==> config.mk <==
export PLATFORM = sky130hd
export DESIGN_NAME = soc_mem_top
export DESIGN_NICKNAME = d
export VERILOG_FILES = /design/src/design/clint_pkg.sv /design/src/design/mem_dstb.sv /design/src/design/clint.sv /design/src/design/soc_mem_top.sv
export VERILOG_INCLUDE_DIRS = /design/src /design/src/include
export SDC_FILE = /design/constraint.sdc
export NUM_CORES = 1
export LEC_CHECK = 0
export ABC_CLOCK_PERIOD_IN_PS = 16450
export BUFFER_PORTS_ARGS = -buffer_cell sky130_fd_sc_hd__buf_4
export CAP_MARGIN = 30
export CELL_PAD_IN_SITES_DETAIL_PLACEMENT = 1
export CELL_PAD_IN_SITES_GLOBAL_PLACEMENT = 1
export CORE_MARGIN = 1.5
export CORE_UTILIZATION = 41
export DETAILED_ROUTE_END_ITERATION = 10
export GPL_TIMING_DRIVEN = 1
export PLACE_DENSITY_LB_ADDON = 0.1
export SYNTH_ARGS = -nofsm -noshare
export SYNTH_HDL_FRONTEND = slang
export SYNTH_SLANG_ARGS = --single-unit
==> constraint.sdc <==
create_clock -name inst_selfdefine -period 16.45 [get_ports inst_selfdefine]
set_input_delay 0.8225 -clock inst_selfdefine [delete_from_list [all_inputs] [get_ports inst_selfdefine]]
set_output_delay 0.8225 -clock inst_selfdefine [all_outputs]
set_load 0.005 [all_outputs]
==> src/include/clint_consts.svh <==
`ifndef CLINT_CONSTS_SVH
`define CLINT_CONSTS_SVH

// data path width
`define XLEN                64

// clint address window
`define CLINT_BASE          64'h0000_0000_0200_0000
`define CLINT_SPAN          64'h0000_0000_0001_0000
`define CLINT_OFF_W         16

// register offsets inside the window
`define CLINT_MTIMECMP_OFF  16'h4000
`define CLINT_MTIME_OFF     16'hBFF8

// clock cycles per mtime increment
`define CLINT_TICK_DIV      4

// handshake response codes
`define RESP_OKAY           2'd0
`define RESP_SLVERR         2'd2

// log2 of access bytes for a doubleword
`define SIZE_DOUBLE         2'd3

`endif

==> src/design/clint_pkg.sv <==
`include "clint_consts.svh"

package clint_pkg;

    // byte address on every request port
    typedef logic [`XLEN-1:0] addr_t;

    // one data word, read or write
    typedef logic [`XLEN-1:0] data_t;

    // log2 of access bytes
    typedef logic [1:0]       size_t;

    // okay / slverr
    typedef logic [1:0]       resp_t;

endpackage

==> src/design/mem_dstb.sv <==
`timescale 1ns/100ps
`include "clint_consts.svh"

module mem_dstb (
    // master side
    input  logic                    mem_valid,
    input  clint_pkg::addr_t        mem_addr,
    input  clint_pkg::size_t        mem_size,
    input  logic                    mem_req,
    input  clint_pkg::data_t        mem_data_write,
    output logic                    mem_ready,
    output clint_pkg::data_t        mem_data_read,
    output clint_pkg::resp_t        mem_resp,

    // external memory side
    output logic                    cpu_mem_valid,
    output clint_pkg::addr_t        cpu_mem_addr,
    output clint_pkg::size_t        cpu_mem_size,
    output logic                    cpu_mem_req,
    output clint_pkg::data_t        cpu_mem_data_write,
    input  logic                    cpu_mem_ready,
    input  clint_pkg::data_t        cpu_mem_data_read,
    input  clint_pkg::resp_t        cpu_mem_resp,

    // clint side
    output logic                    clint_valid,
    output logic [`CLINT_OFF_W-1:0] clint_addr,
    output clint_pkg::size_t        clint_size,
    output logic                    clint_req,
    output clint_pkg::data_t        clint_data_write,
    input  logic                    clint_ready,
    input  clint_pkg::data_t        clint_data_read,
    input  clint_pkg::resp_t        clint_resp
);
    import clint_pkg::*;

    addr_t win_off;
    logic  sel_clint;

    // offset from window base, wraps below base so one compare covers both ends
    assign win_off   = mem_addr - `CLINT_BASE;
    assign sel_clint = (win_off < `CLINT_SPAN);

    // valid goes to exactly one target
    assign cpu_mem_valid = mem_valid & ~sel_clint;
    assign clint_valid   = mem_valid & sel_clint;

    // request fields fan out to both
    assign cpu_mem_addr       = mem_addr;
    assign cpu_mem_size       = mem_size;
    assign cpu_mem_req        = mem_req;
    assign cpu_mem_data_write = mem_data_write;

    assign clint_addr       = win_off[`CLINT_OFF_W-1:0];
    assign clint_size       = mem_size;
    assign clint_req        = mem_req;
    assign clint_data_write = mem_data_write;

    // response back from the selected target
    always_comb begin
        if (sel_clint) begin
            mem_ready     = clint_ready;
            mem_data_read = clint_data_read;
            mem_resp      = clint_resp;
        end else begin
            mem_ready     = cpu_mem_ready;
            mem_data_read = cpu_mem_data_read;
            mem_resp      = cpu_mem_resp;
        end
    end

endmodule

==> src/design/clint.sv <==
`timescale 1ns/100ps
`include "clint_consts.svh"

module clint (
    input  logic                    inst_selfdefine,
    input  logic                    reset,
    input  logic                    clint_valid,
    input  logic [`CLINT_OFF_W-1:0] clint_addr,
    input  clint_pkg::size_t        clint_size,
    input  logic                    clint_req,
    input  clint_pkg::data_t        clint_data_write,
    output logic                    clint_ready,
    output clint_pkg::data_t        clint_data_read,
    output clint_pkg::resp_t        clint_resp,
    output logic                    mtip
);
    import clint_pkg::*;

    localparam int TICK_W = (`CLINT_TICK_DIV > 1) ? $clog2(`CLINT_TICK_DIV) : 1;

    logic [TICK_W-1:0] tick_cnt;
    logic              tick;
    data_t             mtime;
    data_t             mtimecmp;
    logic              accept;
    logic              hit_mtime;
    logic              hit_mtimecmp;
    logic              wr_mtime;
    logic              wr_mtimecmp;

    // new request, not the tail of the one just answered
    assign accept = clint_valid & ~clint_ready;

    // only doubleword accesses hit a register
    assign hit_mtime    = (clint_size == `SIZE_DOUBLE) && (clint_addr == `CLINT_MTIME_OFF);
    assign hit_mtimecmp = (clint_size == `SIZE_DOUBLE) && (clint_addr == `CLINT_MTIMECMP_OFF);

    assign wr_mtime    = accept & clint_req & hit_mtime;
    assign wr_mtimecmp = accept & clint_req & hit_mtimecmp;

    // prescaler
    assign tick = (tick_cnt == TICK_W'(`CLINT_TICK_DIV - 1));

    always_ff @(posedge inst_selfdefine) begin
        if (reset) begin
            tick_cnt <= '0;
        end else if (tick) begin
            tick_cnt <= '0;
        end else begin
            tick_cnt <= tick_cnt + TICK_W'(1);
        end
    end

    // software write wins over the tick
    always_ff @(posedge inst_selfdefine) begin
        if (reset) begin
            mtime <= '0;
        end else if (wr_mtime) begin
            mtime <= clint_data_write;
        end else if (tick) begin
            mtime <= mtime + data_t'(1);
        end
    end

    always_ff @(posedge inst_selfdefine) begin
        if (reset) begin
            mtimecmp <= '1;
        end else if (wr_mtimecmp) begin
            mtimecmp <= clint_data_write;
        end
    end

    always_ff @(posedge inst_selfdefine) begin
        if (reset) begin
            mtip <= 1'b0;
        end else begin
            mtip <= (mtime >= mtimecmp);
        end
    end

    // one-cycle ready
    always_ff @(posedge inst_selfdefine) begin
        if (reset) begin
            clint_ready <= 1'b0;
        end else begin
            clint_ready <= accept;
        end
    end

    // response payload, captured with the request
    always_ff @(posedge inst_selfdefine) begin
        if (accept) begin
            if (hit_mtime) begin
                clint_data_read <= clint_req ? '0 : mtime;
                clint_resp      <= `RESP_OKAY;
            end else if (hit_mtimecmp) begin
                clint_data_read <= clint_req ? '0 : mtimecmp;
                clint_resp      <= `RESP_OKAY;
            end else begin
                clint_data_read <= '0;
                clint_resp      <= `RESP_SLVERR;
            end
        end
    end

endmodule

==> src/design/soc_mem_top.sv <==
`timescale 1ns/100ps
`include "clint_consts.svh"

module soc_mem_top (
    input  logic             inst_selfdefine,
    input  logic             reset,

    // master port, driven by the core side
    input  logic             mem_valid,
    input  clint_pkg::addr_t mem_addr,
    input  clint_pkg::size_t mem_size,
    input  logic             mem_req,
    input  clint_pkg::data_t mem_data_write,
    output logic             mem_ready,
    output clint_pkg::data_t mem_data_read,
    output clint_pkg::resp_t mem_resp,

    // external memory port
    output logic             cpu_mem_valid,
    output clint_pkg::addr_t cpu_mem_addr,
    output clint_pkg::size_t cpu_mem_size,
    output logic             cpu_mem_req,
    output clint_pkg::data_t cpu_mem_data_write,
    input  logic             cpu_mem_ready,
    input  clint_pkg::data_t cpu_mem_data_read,
    input  clint_pkg::resp_t cpu_mem_resp,

    output logic             mtip
);
    import clint_pkg::*;

    logic                    clint_valid;
    logic [`CLINT_OFF_W-1:0] clint_addr;
    size_t                   clint_size;
    logic                    clint_req;
    data_t                   clint_data_write;
    logic                    clint_ready;
    data_t                   clint_data_read;
    resp_t                   clint_resp;

    mem_dstb u_mem_dstb (
        .mem_valid          (mem_valid),
        .mem_addr           (mem_addr),
        .mem_size           (mem_size),
        .mem_req            (mem_req),
        .mem_data_write     (mem_data_write),
        .mem_ready          (mem_ready),
        .mem_data_read      (mem_data_read),
        .mem_resp           (mem_resp),
        .cpu_mem_valid      (cpu_mem_valid),
        .cpu_mem_addr       (cpu_mem_addr),
        .cpu_mem_size       (cpu_mem_size),
        .cpu_mem_req        (cpu_mem_req),
        .cpu_mem_data_write (cpu_mem_data_write),
        .cpu_mem_ready      (cpu_mem_ready),
        .cpu_mem_data_read  (cpu_mem_data_read),
        .cpu_mem_resp       (cpu_mem_resp),
        .clint_valid        (clint_valid),
        .clint_addr         (clint_addr),
        .clint_size         (clint_size),
        .clint_req          (clint_req),
        .clint_data_write   (clint_data_write),
        .clint_ready        (clint_ready),
        .clint_data_read    (clint_data_read),
        .clint_resp         (clint_resp)
    );

    clint u_clint (
        .inst_selfdefine    (inst_selfdefine),
        .reset              (reset),
        .clint_valid        (clint_valid),
        .clint_addr         (clint_addr),
        .clint_size         (clint_size),
        .clint_req          (clint_req),
        .clint_data_write   (clint_data_write),
        .clint_ready        (clint_ready),
        .clint_data_read    (clint_data_read),
        .clint_resp         (clint_resp),
        .mtip               (mtip)
    );

endmodule

==> impl_metrics.tcl <==
set metrics [dict create \
    status "finished clean" \
    cts_hold_buffers 0 \
    row_count 66 \
    cp_num_buf_inv 4 \
    p_leak_uw 0.00723 \
    synth.most_common_cell "nand2_1" \
    core-area_um2 32400 \
    worst_slew_pin_slew_ns 1.01 \
    ys_types 66 \
    wl_per_cell_um 20.1 \
    cpPeakStageDelay_ns 0.83 \
    synth_edf_count 65 \
    synth_common_cells "nand2_1, buf_4, dfxtp_1, nor2_1, nand4_1" \
    slowest_stage "buf_4" \
    yosysSeqAreaShare_pct 34.3 \
    irDropWorstVdd_v 0.0000730 \
    path_cells "buf_4, inv_1, ha_1, nand2b_1, or4_1, a2111oi_0, nand3_1, nor4_2, and4_4, buf_4, nand2_1, nand2_1, buf_4" \
    cts_sinks 197 \
    worstSetupEndpointType "output port" \
    wl_mm 46.1 \
    syn-mean-instance-area_um2 8.08 \
    post-route-period-util_pct 36.6 \
    rr_startpoint "u_clint.clint_ready" \
    cpMostUsedCell "buf_4" \
    htree_levels 4 \
    syn_nets 1927 \
    synth_cells 1659 \
    setup_viol 0 \
    yosysWarnings 0 \
    synth_top_cell_by_area "dfxtp_1" \
    ios 401 \
    ant_nets 0 \
    dr_total_vias 13424 \
    seq_area_um2 4590 \
    timing.setup.tns_ns 0 \
    antenna_found_initial 1 \
    cts_buffer_depth 2 \
    clk_pin_slew_worst_paths_ns 0.08 \
    min-delay-start "u_clint.tick_cnt[0]" \
    grt_max_degree 97 \
    numCtsBuffers 17 \
    power_density_nw_per_um2 65.3 \
    dieArea_um2 33800 \
    synth_area_um2 13400 \
    max_slew_margin_pct 31.9 \
    hp-class "reg -> reg" \
    initial_core_util_pct 41.4 \
    routed_via_density 5.86 \
    dpl.hpwl_mm 30.5 \
    min_period_ns 6.03 \
    clock_skew_ns 0.0239 \
    drt_iter0_drc 934 \
    worst-path-max-fanout 76 \
    synth_area_leaders "dfxtp_1, edfxtp_1, buf_4, nand2_1, ha_1" \
    drive_gt1_share_pct 25.1 \
    fin_nets 2103 \
    ys.flop_type "dfxtp_1" \
    area_delta_synth_final_pct 20.6 \
    cap_violations 0 \
    hold_violations 0 \
    post-cts-setup-buffers 0 \
    fmax_mhz 166 \
    root_buffer "clkbuf_16" \
    synth-seq-cells 197 \
    die_y_um 184 \
    gp_congestion 0.889 \
    drt_first_pass_iters 5 \
    multi_input_area_um2 6980 \
    first_global_vias 13673 \
    fillers 4008 \
    hold_ws_ns 0.448 \
    crit_required_ns 15.63 \
    port_buffers 400 \
    clk_latency_ns 0.45 \
    crit_type "in -> out" \
    die-width_um 184 \
    arrival_ns 5.20 \
    slew_viol_final 0 \
    crit_path_start "mem_addr[25]" \
    async_flop_share_pct 0 \
    cts_resized 0 \
    drc 0 \
    synth_top_cell_area_share_pct 19.7 \
    antennaDiodeCount 0 \
    startpoint_type "primary input" \
    crit_family "simple AND/OR/NAND/NOR gates" \
    cts_tree "done" \
    rsz0062_at_grt "false" \
    grtUsageTotal_pct 26.8 \
    grt-ovfl-total 0 \
    grt_first_pass_wirelength_mm 72.1 \
]
metrics by stage:
step / std cells / setup slack (ns) / total power (µW) / area, µm² / util (%)
2_1_floorplan: 1659 / 10.34 / 567 / 13400 / -
4_1_cts: 2289 / 10.42 / 1060 / 16100 / 49.8
5_1_grt: 2290 / 10.01 / 1090 / 16200 / 49.9
6_report: 2290 / 10.42 / 1060 / 16200 / 49.9
3_5_place_dp: 2257 / 10.44 / 643 / 15500 / 48.0
3_3_place_gp: 2257 / 10.64 / 641 / 15500 / 48.0
worst register-to-register path, delay by kind of cell, from the launching register on:
kind	cells	cell delay, ns
buffers and inverters	3	1.96
and+or+nand+nor	3	1.27
DFF	1	0.36
AOI/OAI and AO/OA	1	0.19
per-layer routing:
| metal | share of wire, % | track usage, % |
|---|---|---|
| met5 | 0.020 | 0 |
| met4 | 2.3 | 9.34 |
| met3 | 6.3 | 3.82 |
| met2 | 47 | 45.8 |
| met1 | 44 | 34.4 |
final timing paths:
kind	end	slack, ns	cells after the start
setup / recovery	mem_data_read[33]	10.42	13
hold / removal	u_clint.tick_cnt[0]	0.45	1
setup reg to reg	u_clint.mtime[59]	12.55	7
hold reg to reg	u_clint.tick_cnt[0]	0.45	1
cell type report:
type | instances | area share [%]
timing repair buffer | 417 | 19.5
clock inverter | 13 | 0.867
inverter | 78 | 1.82
clock buffer | 19 | 2.74
tap | 442 | 3.42
multi-input combinational | 1124 | 43.2
sequential | 197 | 28.4
power by group:
| part | internal, µW | switching, µW |
|---|---|---|
| Sequential | 499 | 0.620 |
| Clock | 219 | 205 |
| Combinational | 69.5 | 62.5 |
| Total | 787 | 268 |
state kept, by name, indices dropped and copies added, names as in the netlist:
name                     cells
u_clint.clint_resp           1
u_clint.mtimecmp            64
u_clint.clint_data_read     64
u_clint.clint_ready          1
u_clint.mtip                 1
u_clint.tick_cnt             2
u_clint.mtime               64
logic make-up after synthesis:
family	count (synthesis)	share of synthesized area (%)
AOI/OAI and AO/OA	336	16.7
xor gates and xnor gates	66	4.31
adders and majority gates	67	6.26
buffers and inverters	338	13.9
DFF	197	34.3
muxes	1	0.0747
and+or+nand+nor	654	24.5
layout by cell type (no fill, tap or decap), types with 5 or more instances in the layout:
cell	n
nand4_1	95
nand2_1	241
nor2b_1	5
buf_4	416
inv_1	77
a31oi_1	64
o21ai_1	24
nand3_1	26
xor2_1	25
clkbuf_16	17
and4_1	11
o21ai_0	52
a21o_1	6
dfxtp_1	132
a2111oi_0	7
ha_1	67
nor3_1	21
nor4_1	87
o31ai_1	67
edfxtp_1	65
and3_1	19
a22oi_1	64
nor3b_1	5
xnor2_1	41
a21oi_1	21
nor2_1	100
and2_1	8
Note: power is estimated with default switching activity, not from simulation.
